===== src/common/sha_pkg.sv =====
// ######################################
// SHA-256 shared types
// ######################################
`default_nettype none

package sha_pkg;

  // word and state geometry
  localparam int WORD_W     = 32;
  localparam int HASH_WORDS = 8;   // a through h
  localparam int MAX_ROUNDS = 64;  // schedule words and constants
  localparam int ROUND_W    = 6;   // enough to index MAX_ROUNDS

  typedef logic [WORD_W-1:0] word_t;

  // index 0 is a, index 7 is h
  typedef word_t [0:HASH_WORDS-1] hash_state_t;

  // index 0 is w[0]
  typedef word_t [0:MAX_ROUNDS-1] msg_sched_t;

  typedef logic [ROUND_W-1:0] round_idx_t;

  // run control of the iterative core
  typedef enum logic {
    CTRL_IDLE,
    CTRL_RUN
  } ctrl_state_t;

  // rotate right by n bits, n in 1..WORD_W-1
  function automatic word_t rotr(input word_t x, input int unsigned n);
    return (x >> n) | (x << (WORD_W - n));
  endfunction

endpackage

`default_nettype wire


===== src/rtl/round_const_rom.sv =====
// ######################################
// SHA-256 round constant table
// ######################################
`timescale 1ns/1ps
`default_nettype none

module round_const_rom (
  input  wire sha_pkg::round_idx_t round,
  output sha_pkg::word_t           k_t
);

  // cube roots of the first 64 primes, fractional part
  always_comb begin
    case (round)
      6'd0:  k_t = 32'h428a2f98;
      6'd1:  k_t = 32'h71374491;
      6'd2:  k_t = 32'hb5c0fbcf;
      6'd3:  k_t = 32'he9b5dba5;
      6'd4:  k_t = 32'h3956c25b;
      6'd5:  k_t = 32'h59f111f1;
      6'd6:  k_t = 32'h923f82a4;
      6'd7:  k_t = 32'hab1c5ed5;
      6'd8:  k_t = 32'hd807aa98;
      6'd9:  k_t = 32'h12835b01;
      6'd10: k_t = 32'h243185be;
      6'd11: k_t = 32'h550c7dc3;
      6'd12: k_t = 32'h72be5d74;
      6'd13: k_t = 32'h80deb1fe;
      6'd14: k_t = 32'h9bdc06a7;
      6'd15: k_t = 32'hc19bf174;
      6'd16: k_t = 32'he49b69c1;
      6'd17: k_t = 32'hefbe4786;
      6'd18: k_t = 32'h0fc19dc6;
      6'd19: k_t = 32'h240ca1cc;
      6'd20: k_t = 32'h2de92c6f;
      6'd21: k_t = 32'h4a7484aa;
      6'd22: k_t = 32'h5cb0a9dc;
      6'd23: k_t = 32'h76f988da;
      6'd24: k_t = 32'h983e5152;
      6'd25: k_t = 32'ha831c66d;
      6'd26: k_t = 32'hb00327c8;
      6'd27: k_t = 32'hbf597fc7;
      6'd28: k_t = 32'hc6e00bf3;
      6'd29: k_t = 32'hd5a79147;
      6'd30: k_t = 32'h06ca6351;
      6'd31: k_t = 32'h14292967;
      6'd32: k_t = 32'h27b70a85;
      6'd33: k_t = 32'h2e1b2138;
      6'd34: k_t = 32'h4d2c6dfc;
      6'd35: k_t = 32'h53380d13;
      6'd36: k_t = 32'h650a7354;
      6'd37: k_t = 32'h766a0abb;
      6'd38: k_t = 32'h81c2c92e;
      6'd39: k_t = 32'h92722c85;
      6'd40: k_t = 32'ha2bfe8a1;
      6'd41: k_t = 32'ha81a664b;
      6'd42: k_t = 32'hc24b8b70;
      6'd43: k_t = 32'hc76c51a3;
      6'd44: k_t = 32'hd192e819;
      6'd45: k_t = 32'hd6990624;
      6'd46: k_t = 32'hf40e3585;
      6'd47: k_t = 32'h106aa070;
      6'd48: k_t = 32'h19a4c116;
      6'd49: k_t = 32'h1e376c08;
      6'd50: k_t = 32'h2748774c;
      6'd51: k_t = 32'h34b0bcb5;
      6'd52: k_t = 32'h391c0cb3;
      6'd53: k_t = 32'h4ed8aa4a;
      6'd54: k_t = 32'h5b9cca4f;
      6'd55: k_t = 32'h682e6ff3;
      6'd56: k_t = 32'h748f82ee;
      6'd57: k_t = 32'h78a5636f;
      6'd58: k_t = 32'h84c87814;
      6'd59: k_t = 32'h8cc70208;
      6'd60: k_t = 32'h90befffa;
      6'd61: k_t = 32'ha4506ceb;
      6'd62: k_t = 32'hbef9a3f7;
      6'd63: k_t = 32'hc67178f2;
      default: k_t = 32'h428a2f98;  // unreachable, all 64 codes listed
    endcase
  end

endmodule

`default_nettype wire


===== config.mk =====
export PLATFORM = sky130hd
export DESIGN_NAME = round_const_rom
export DESIGN_NICKNAME = d
export VERILOG_FILES = /design/src/common/sha_pkg.sv /design/src/rtl/round_const_rom.sv
export SDC_FILE = /design/constraint.sdc
export NUM_CORES = 1
export LEC_CHECK = 0
export ABC_CLOCK_PERIOD_IN_PS = 7310
export BUFFER_PORTS_ARGS = -buffer_cell sky130_fd_sc_hd__buf_2
export CORE_ASPECT_RATIO = 0.7
export CORE_MARGIN = 3
export CORE_UTILIZATION = 50
export DETAILED_ROUTE_END_ITERATION = 10
export PLACE_DENSITY = 0.66
export RECOVER_POWER = 100
export SLEW_MARGIN = 40
export SYNTH_ARGS = -nofsm -noshare
export SYNTH_HDL_FRONTEND = slang
export SYNTH_SLANG_ARGS = --single-unit

===== constraint.sdc =====
create_clock -name vclk -period 7.31
set_input_delay 1.462 -clock vclk [all_inputs]
set_output_delay 1.462 -clock vclk [all_outputs]
set_load 0.05 [all_outputs]

== Word level (Yosys, flattened, before mapping) ==
Memory sizes are Yosys's and may differ from the RTL's.
Cells that the tools add are included.
Word-level totals
  register bits after elaboration: 0
  memory bits (read-only): 2048
  bits of input ports: 6
  output and inout port bits: 32
  word-level logic and storage cells: 1
  memories kept: 1
Memory list
  (name not given): depth 64, width 32, rd ports 1, clocked after Yosys merged registers in 0, wr ports 0, RTL line round_const_rom.sv:14  | case (round)

== Logic depth before layout (Yosys ltp) ==
An unclocked memory read counts as a cell.
  depth in word-level cells: 1
  depth in mapped cells: 10
  mapped depth without buffers: 6

== Worst setup path after synthesis ==
Ideal clock, no wire load.
  path type: input-to-output
  start: in round[0]
  end: out k_t[16]
  arrival time: 4.375 ns
  required time: 5.848 ns
  setup slack: 1.473 ns
  cell stages on the path: 10
  buffers on the path: 4
  path through: buf_2 buf_2 inv_1 ha_1 buf_2 buf_2 a21oi_1 nand3_1 a22o_1 a221oi_1
Between the ends
  cells in the longest elaborated chain, start to end: 1
Ends and longest elaborated chain
  start: declaration: RTL line round_const_rom.sv:8  | input wire sha_pkg::round_idx_t round,
  $mem_v2 64x32
  end: declaration: RTL line round_const_rom.sv:9  | output sha_pkg::word_t k_t
No other way between the ends.

== Worst setup path after layout ==
  start: in round[1]
  end: out k_t[15]
The elaborated chain is that of the path after synthesis.

==> results.toml <==
[layout]
nets = 505
seq_cell_count = 0
diodes = 0
syn2layout_area_growth_pct = -1.527
fillers = 672
clkbuf_count = 0
drive_above_1_share_pct = 9.644
fin_cells = 568
regArea_um2 = 0
fin_util_pct = 52.50

[critical_path]
path_max_fanout = 31
critPathLaunchType = "primary input"
setup.worst_path.class = "primary input to output port"
cp_data_arrival_time_ps = 4900
cp-end-kind = "output port"
crit_required_ps = 5850

[grt]
grt_start_max_net_pins = 84
grt_pass1_wl_mm = 21.89
grt_util_all_layers_pct = 34.70
grt_antenna_before_repair = 0
overflow = 0
first_global_vias = 3828

[yosys]
syn_inst = 503
synth_top_area_share_pct = 10.47
yosysMostFrequentCell = "nor2_1"
seq_area_frac_synth_pct = 0
synth_area_leaders = "mux4_2 (10%), ha_1 (7.3%), buf_2 (5.1%)"
synth_cell_type_count = 67
netlist_area_um2 = 3442
syn_avg_cell_area_um2 = 6.843
syn-num-nets = 529
synth_top_cell_by_area = "mux4_2"
synth_commonest_cells = "nor2_1 (42), nand2_1 (36), buf_2 (35)"
yosys_warnings = 0

[clocking]
post_cts_buffers = 0
postCtsResizedCells = 0
hold_buffers = 0

[pwr]
clkPwrFrac_pct = 0
power_leakage_nw = 1.173
seqPwrFrac_pct = 0
netSwitchingFraction_pct = 71.42
pwr-share-comb_pct = 100.0
max-vdd-ir-drop_uv = 44.64
internal_power_w = 0.00009862
switchingPower_w = 0.0002464
pwr_density_cell_nw_per_um2 = 101.8

[placement]
post-place-cells = 568
dp_hpwl_mm = 9.164
place.gp.congestion = 1.000
io_buffers = 38

[die]
rows = 24
die_area_um2 = 7932
pin_count = 38
initial_utilization_pct = 53.31
core_area_um2 = 6456
die_h_um = 75.42
die-width_um = 105.2

[sta]
hold_ws_ps = 3663
tightest_slew_ps = 991.1
fin_crit_ps = 6359
hold_viol = 0
drv_slew = 0
max_freq_mhz = 157.3
min_period_over_period_pct = 86.99
final.setup.tns_ps = 0
grt_setup_unrepaired = "false"
slew_headroom_pct = 33.79
setup_violations = 0

[worst_hold_path]
hold_path_class = "primary input to output port"

[detailed_routing]
wl_per_cell_um = 24.93
num_vias = 4298
drt_wl_total_mm = 14.16
drtPass1Iterations = 5
ant_nets = 0
drc_errors = 0
vias_per_cell = 7.567
initialDrtViolationCount = 825

[job]
maxCapViolations = 0

[status]
outcome = "complete, no violations"
-- cells by family (layout without fill, tap and decap cells) --
| logic type | count (synthesis) | count (layout) | synth area share (%) |
|---|---|---|---|
| buffers and inverters | 77 | 51 | 11.52 |
| AND/OR/NAND/NOR | 180 | 180 | 26.35 |
| adder cells (fa/ha/maj) | 20 | 20 | 7.270 |
| XOR/XNOR | 2 | 2 | 0.5090 |
| AO/OA/AOI/OAI | 194 | 194 | 39.66 |
| multiplexers | 30 | 30 | 14.69 |
-- per-stage QoR --
stage | total power [W] | area, um2 | worst slack, ps
after floorplan | 0.0002693 | 3442 | 1473
after global placement | 0.0003375 | 3422 | 1354
after detailed placement | 0.0003384 | 3427 | 1421
after CTS | 0.0003397 | 3427 | 1440
after global routing | 0.0003619 | 3390 | 808.4
final | 0.0003450 | 3390 | 951.3
-- area by class of cell --
type / count / area, um2 / area share (%)
Inverter: 8 / 30.03 / 0.8859
Timing Repair Buffer: 43 / 202.7 / 5.980
Multi-Input combinational cell: 426 / 3043 / 89.77
Tap cell: 91 / 113.9 / 3.359
-- routing by layer --
metal / global-route usage, % / wire length (um) / share of wire, % / vias to the layer above
met1: 51.48 / 5864 / 41 / 2003
li1: - / - / - / 1864
met3: 6.689 / 2146 / 15 / 50
met2: 49.82 / 5646 / 40 / 381
met5: 0 / 0 / 0 / -
met4: 12.37 / 501 / 3.5 / 0
-- worst max-delay path: stages --
cell      delay [ps]
buf_2            520
inv_2            240
ha_1             640
nor2b_1          890
o21a_1           240
nor3_1            50
o31ai_1          320
clkbuf_1         520
-- placed cells by master (no fill, tap or decap), types with 9 or more instances in the layout --
cell,Yosys,routed
nor3_1,21,21
clkbuf_1,18,28
nor2_1,42,42
o21ai_0,34,34
nand2b_1,12,12
mux2i_1,10,10
a21oi_1,34,34
ha_1,20,20
o211ai_1,10,10
a31oi_1,12,12
nand2_1,36,36
a211oi_1,16,16
buf_4,6,9
mux4_2,16,16
nor2b_1,28,29
-- power groups by stage --
stage          clock, W  combinational [W]  sequential (W)
2_1_floorplan         0           0.000269               0
3_3_place_gp          0           0.000338               0
3_5_place_dp          0           0.000338               0
4_1_cts               0           0.000340               0
5_1_grt               0           0.000362               0
6_report              0           0.000345               0
-- worst paths after layout --
path  cells after the start       to      from
max                       8  k_t[15]  round[1]
min                       3  k_t[23]  round[5]
(Power assumes the default switching activity.)
