**config.mk**
```make
export PLATFORM = sky130hd
export DESIGN_NAME = round_datapath
export DESIGN_NICKNAME = d
export VERILOG_FILES = /design/src/common/sha_pkg.sv /design/src/comp_core/round_datapath.sv
export SDC_FILE = /design/constraint.sdc
export NUM_CORES = 1
export LEC_CHECK = 0
export BUFFER_PORTS_ARGS = -buffer_cell sky130_fd_sc_hd__clkbuf_2
export CORE_MARGIN = 5
export CORE_UTILIZATION = 51
export CTS_BUF_LIST = sky130_fd_sc_hd__clkbuf_2
export DETAILED_ROUTE_END_ITERATION = 10
export PLACE_DENSITY = 0.81
export REMOVE_ABC_BUFFERS = 1
export SYNTH_ARGS = -nofsm -noshare
export SYNTH_HDL_FRONTEND = slang
export SYNTH_SLANG_ARGS = --single-unit
```
**constraint.sdc**
```tcl
create_clock -name clk -period 7.2 [get_ports clk]
set_clock_uncertainty 0.05 [all_clocks]
set_input_delay 0.36 -clock clk [delete_from_list [all_inputs] [get_ports clk]]
set_output_delay 0.36 -clock clk [all_outputs]
set_load 0.02 [all_outputs]
```
**src/common/sha_pkg.sv**
```systemverilog
// ######################################
// SHA-256 shared types
// ######################################
`default_nettype none

package sha_pkg;

  // word and state geometry
  localparam int WORD_W     = 32;
  localparam int HASH_WORDS = 8;   // a through h
  localparam int MAX_ROUNDS = 64;  // schedule words and constants
  localparam int ROUND_W    = 6;   // enough to index MAX_ROUNDS

  typedef logic [WORD_W-1:0] word_t;

  // index 0 is a, index 7 is h
  typedef word_t [0:HASH_WORDS-1] hash_state_t;

  // index 0 is w[0]
  typedef word_t [0:MAX_ROUNDS-1] msg_sched_t;

  typedef logic [ROUND_W-1:0] round_idx_t;

  // run control of the iterative core
  typedef enum logic {
    CTRL_IDLE,
    CTRL_RUN
  } ctrl_state_t;

  // rotate right by n bits, n in 1..WORD_W-1
  function automatic word_t rotr(input word_t x, input int unsigned n);
    return (x >> n) | (x << (WORD_W - n));
  endfunction

endpackage

`default_nettype wire

```
**src/comp_core/round_datapath.sv**
```systemverilog
// ######################################
// SHA-256 round datapath
// ######################################
`timescale 1ns/1ps
`default_nettype none

module round_datapath (
  input  wire                         clk,
  input  wire                         n_rst,
  input  wire sha_pkg::hash_state_t   first_h,
  input  wire sha_pkg::word_t         w_t,
  input  wire sha_pkg::word_t         k_t,
  input  wire                         load,
  input  wire                         step,
  output sha_pkg::hash_state_t        h
);

  sha_pkg::hash_state_t cur;
  sha_pkg::hash_state_t nxt;
  sha_pkg::word_t       s1;
  sha_pkg::word_t       ch;
  sha_pkg::word_t       temp1;
  sha_pkg::word_t       s0;
  sha_pkg::word_t       maj;
  sha_pkg::word_t       temp2;

  // start of a run takes the seed words
  assign cur = load ? first_h : h;

  // e side
  assign s1 = sha_pkg::rotr(cur[4], 6) ^
              sha_pkg::rotr(cur[4], 11) ^
              sha_pkg::rotr(cur[4], 25);
  assign ch = (cur[4] & cur[5]) ^ (~cur[4] & cur[6]);
  assign temp1 = cur[7] + s1 + ch + k_t + w_t;

  // a side
  assign s0 = sha_pkg::rotr(cur[0], 2) ^
              sha_pkg::rotr(cur[0], 13) ^
              sha_pkg::rotr(cur[0], 22);
  assign maj = (cur[0] & cur[1]) ^ (cur[0] & cur[2]) ^ (cur[1] & cur[2]);
  assign temp2 = s0 + maj;

  always_comb begin
    nxt[0] = temp1 + temp2;
    nxt[1] = cur[0];
    nxt[2] = cur[1];
    nxt[3] = cur[2];
    nxt[4] = cur[3] + temp1;  // new e
    nxt[5] = cur[4];
    nxt[6] = cur[5];
    nxt[7] = cur[6];
  end

  always_ff @(posedge clk, negedge n_rst) begin
    if (!n_rst) begin
      h <= '0;
    end else if (step) begin
      h <= nxt;
    end
  end

  // a seed load always writes the register
  assert property (@(posedge clk) disable iff (!n_rst)
    load |-> step);

endmodule

`default_nettype wire

```
# Word level (Yosys, flattened, before mapping)
# Index checks and enable logic that the tools add are counted.
word_totals:
  output_inout_bits: 256
  in_bits: 324
  latch_bits: 0
  romBits: 0
  mem_bits_rw: 0
  word_cells: 35
  register_bits: 256
  mem_count: 0
classes:
  n_mux: 1
  shifts: 0
  div: 0
  bitwise_logic: 19
  eq_ne: 0
  reduce_logical: 0
  add_sub_neg: 7
  order_cmp: 0
  n_mul: 0
ops:
  columns: ["operator", "n"]
  rows:
  - ["$mux 256", 1]
  - ["$add 32x32->32", 7]
  - ["$xor 32x32->32", 7]
  - ["$and 32x32->32", 5]
  - ["$not 32->32", 1]
  - ["$or 10x32->32", 1]
  - ["$or 19x32->32", 1]
  - ["$or 21x32->32", 1]
  - ["$or 26x32->32", 1]
  - ["$or 30x32->32", 1]
  - ["$or 7x32->32", 1]

# Depth between registers and ports, before layout
logic_depth:
  depth_word: 9
  depth_mapped: 40
  depth_no_buf: 34

# Worst setup path after synthesis
# OpenSTA, ideal clock, no wires.
synth_timing:
  path_type: "in2reg"
  start: "input load"
  end: "register h[252] in the netlist's numbering"
  path_slack_ps: -1762
  path_stages: 38
  n_path_buf: 7
  t_arrival_ps: 8796
  required_ps: 7034
  setup_ps: 116
  cell_sequence: "buf_6 > clkbuf_1 > buf_2 > buf_2 > buf_1 > clkbuf_1 > buf_1 > mux2i_1 > fa_1 > inv_1 > fa_1 > inv_1 > fa_1 > inv_1 > ha_1 > and3_1 > a211o_1 > nand2_1 > [... 2 more ...] > nand2b_1 > a21oi_1 > o21ai_0 > a21o_2 > a21o_1 > xor2_1 > inv_1 > fa_1 > inv_1 > ha_1 > nand3_1 > or3_1 > o211ai_1 > a41oi_1 > or2_2 > a31oi_1 > o21ai_0 > o311ai_0"
synth_between:
  elab_chain_len: 9
  elab_cells_between_ends: 26
  cone_classes: "6 x add/sub; 1 x mux; 19 x bitwise"
synth_rtl:
  columns: ["element", "line", "text"]
  rows:
  - ["start, declared", "round_datapath.sv:13", "input wire load,"]
  - ["$mux 256 *", "round_datapath.sv:28", "assign cur = load ? first_h : h;"]
  - ["$or 26x32->32 / $or 21x32->32 (equally long branches)", "sha_pkg.sv:32", "return (x >> n) | (x << (WORD_W - n));"]
  - ["$xor 32x32->32", "round_datapath.sv:31", "assign s1 = sha_pkg::rotr(cur[4], 6) ^"]
  - ["$xor 32x32->32", "round_datapath.sv:32", "sha_pkg::rotr(cur[4], 11) ^"]
  - ["$add 32x32->32 (4 in a row)", "round_datapath.sv:35", "assign temp1 = cur[7] + s1 + ch + k_t + w_t;"]
  - ["$add 32x32->32 *", "round_datapath.sv:45", "nxt[0] = temp1 + temp2;"]
  - ["end signal, assigned", "round_datapath.sv:59", "h <= nxt;"]
  - ["end, declared", "round_datapath.sv:15", "output sha_pkg::hash_state_t h"]
# Mark *: on every way between the ends. The rest lies on a longest branch, timed or not.
# A chain may end at the register's enable or synchronous reset.

# Final worst setup path
layout_timing:
  start: "register h[109] in the netlist's numbering"
  end: "register h[255] in the netlist's numbering"
layout_between:
  elab_chain_len: 9
  elab_cells_between_ends: 15
  cone_classes: "5 x add/sub; 1 x mux; 9 x bitwise"
layout_rtl:
  columns: ["element", "line"]
  rows:
  - ["$mux 256 *", "round_datapath.sv:28"]
  - ["$or 21x32->32 / $or 26x32->32 (equally long branches)", "sha_pkg.sv:32"]
  - ["$xor 32x32->32", "round_datapath.sv:31"]
  - ["$xor 32x32->32", "round_datapath.sv:32"]
  - ["$add 32x32->32", "round_datapath.sv:35"]
  - ["$add 32x32->32 * (3 in a row)", "round_datapath.sv:35"]
  - ["$add 32x32->32 *", "round_datapath.sv:45"]
# Marked as above.

==> results by group <==
Timing
  – Setup TNS: 0 ps
  – Fin crit period: 7140 ps
  – RSZ-0062 raised after global routing: yes
  – Worst Tran Pin Value: 968 ps
  – Slew Viols, Final: 0
  – WHS: 123 ps
  – FMAX: 140 MHz
  – Hold Vio Cnt, Final: 0
  – Normalized max-slew margin: 33.6%
  – Final worst slack: 64.2 ps
  – Final Cycle Share: 99.1%
  – Final setup fails: 0

Final layout
  – Commonest non-fill, non-tap cell in the layout: clkbuf_2
  – Max reg flops: 256
  – Largest regs: h (256)
  – Share of layout cells above drive strength 1: 29.8%
  – Top reg by flops: h
  – Synthesis-to-finish area growth: 37.9%
  – Commonest cells after routing, fill and taps aside: clkbuf_2 (684), a21oi_1 (341), dlygate4sd3_1 (320), nor2_1 (306), dfrtp_1 (255)
  – Final net count: 4310
  – Fill cells: 3384

Setup path
  – CP Capture Type: flop
  – Critical path data arrival time: 8000 ps
  – Top cell by count, worst path: o21a_1
  – CP max stage cell: fa_1
  – Crit path max fanout: 4
  – Crit path launch type: flop
  – Crit path from: h[109]
  – Crit Path Category: flop to flop
  – Crit-path max cell delay: 560 ps
  – Reg2reg start: h[109]
  – Crit path required time: 8060 ps
  – FF-to-FF setup slack: 60 ps

Floorplanning
  – Die Height: 227 um
  – Initial Util: 51.5%
  – Top-Level Pins: 580
  – Die Span X: 227 um
  – FP Rows: 79
  – Die footprint: 0.0514 mm2
  – Core box area: 0.0466 mm2

Logic synthesis
  – Post-synth EDFFs: 0
  – Post-synthesis sequential area ratio: 26.7%
  – Number of synthesized register bits: 256
  – Synth Area per Inst: 8.79 um2
  – Number of synthesis warnings: 0
  – Post-synth cell types: 77
  – Mapped Area: 0.0240 mm2
  – Ys flop type: dfrtp_1
  – Cells after synthesis: 2725
  – Ys async rst share: 100%

Clocking
  – Clk root buf: clkbuf_2
  – CTS tree: built
  – Clock slew at reported path FFs: 100 ps
  – Clock Path Buffers: 3
  – Clk sinks: 256
  – Clock insertion delay at the later pin of the skew report: 1080 ps
  – Htree depth: 3
  – CTS Buf Count: 78

Placement
  – Dpl hpwl: 71.4 mm
  – IO Port Bufs: 579
  – Placer Congestion: 0.970
  – Pre-CTS setup slack: -416 ps

Run status
  – Status: finished clean

Route
  – Initial drt markers: 2418
  – Drt first pass iters: 6
  – Vias/cell: 5.68
  – # DRC: 0
  – ANT nets after route: 0
  – Routed via count: 25100
  – Final wirelength: 99.2 mm
  – WL per Instance: 22.4 um

Worst hold path
  – Hold Path Class: primary input to flop
  – Hold path startpoint: first_h[154]

Global route
  – Largest net degree at the start of global routing: 177
  – First-pass GRT wire length: 147 mm
  – Vias in the first global route: 25400
  – All-Layer GR Usage: 37.2%
  – Total gr overflow: 0
  – Initial antenna violation count: 6

Run
  – Max_cap viols: 0
## logic make-up after synthesis
logic type               after synthesis  share of synthesized area, %
XOR/XNOR                             280                          10.3
AND/OR/NAND/NOR                      540                          9.60
adder cells (fa/ha/maj)              247                          16.3
flip-flops                           256                          26.7
AO/OA/AOI/OAI                        609                          14.8
multiplexers                         351                          15.2
buffers and inverters                442                          7.10
## timing repair
item,CTS,global route
gates resized for setup,16,67
setup buffers,1,7
pin swaps,3,48
endpoints found under the setup margin,14,19
hold endpoints to repair,484,0
hold buffers,321,0
## final cells by class
type                    instances  area (um2)  share of cell area (%)
flip-flops and latches        256        6410                    19.4
clock inverters                13        51.3                   0.155
inverters                     254         953                    2.89
well taps                     607         759                    2.30
diodes                          8        20.0                  0.0606
multi-input cells            2027       16200                    49.0
repair buffers               1157        8110                    24.5
clock buffers                 108         541                    1.64
## worst paths after layout
| check | depth (start not counted) | endpoint |
|---|---|---|
| setup / recovery | 31 | h[255] |
| hold / removal | 5 | h[122] |
| setup reg to reg | 31 | h[255] |
| hold reg to reg | 2 | h[138] |
| max in group asynchronous | 4 | h[247] |
| min in group asynchronous | 4 | h[241] |
## critical path: cells and delay by family, from the launching register on
kind,cells,cell delay (ps)
AND/OR/NAND/NOR,2,530
adder cells (fa/ha/maj),5,1970
AO/OA/AOI/OAI,14,2910
flip-flops,1,390
XOR/XNOR,4,480
buffers and inverters,5,430
multiplexers,1,260
## through the flow
stage	cells	util, %	instance area [um2]
after detailed placement	3973	61.8	28800
after global routing	4427	71.0	33000
after CTS	4416	70.2	32700
after floorplan	2537	-	23200
after global placement	3973	61.8	28800
final	4430	71.0	33000
## metal layers
layer | global-route usage (%) | up-vias | wire (um) | part of all wire (%)
met5 | 0 | - | 0 | 0
met4 | 23.2 | 0 | 7100 | 7.2
met3 | 6.86 | 389 | 9240 | 9.3
met2 | 61.2 | 1602 | 46800 | 47
met1 | 45.3 | 11800 | 36100 | 36
li1 | - | 11300 | - | -
## synth_stat cells, drive strengths merged (10+ instances only)
| cell type | n | area, um2 |
|---|---|---|
| nor3 | 25 | 125 |
| and3 | 11 | 68.8 |
| a21oi | 345 | 1730 |
| fa | 119 | 2380 |
| nand3 | 15 | 75.1 |
| maj3 | 35 | 354 |
| nand2 | 113 | 424 |
| dfrtp | 256 | 6410 |
| clkbuf | 159 | 606 |
| inv | 254 | 953 |
| o21bai | 10 | 75.1 |
| nor2b | 20 | 125 |
| mux2i | 250 | 2500 |
| a31oi | 18 | 113 |
| xnor2 | 185 | 1640 |
| xor2 | 95 | 832 |
| o21ai | 99 | 507 |
| a211oi | 23 | 173 |
| mux2 | 101 | 1140 |
| ha | 93 | 1160 |
| o31ai | 14 | 105 |
| buf | 29 | 143 |
| a21o | 36 | 280 |
| o21a | 17 | 135 |
| nor2 | 309 | 1160 |
Power is not shown: default switching activity piles up to over one toggle a cycle in this logic, so the estimate is an artifact.
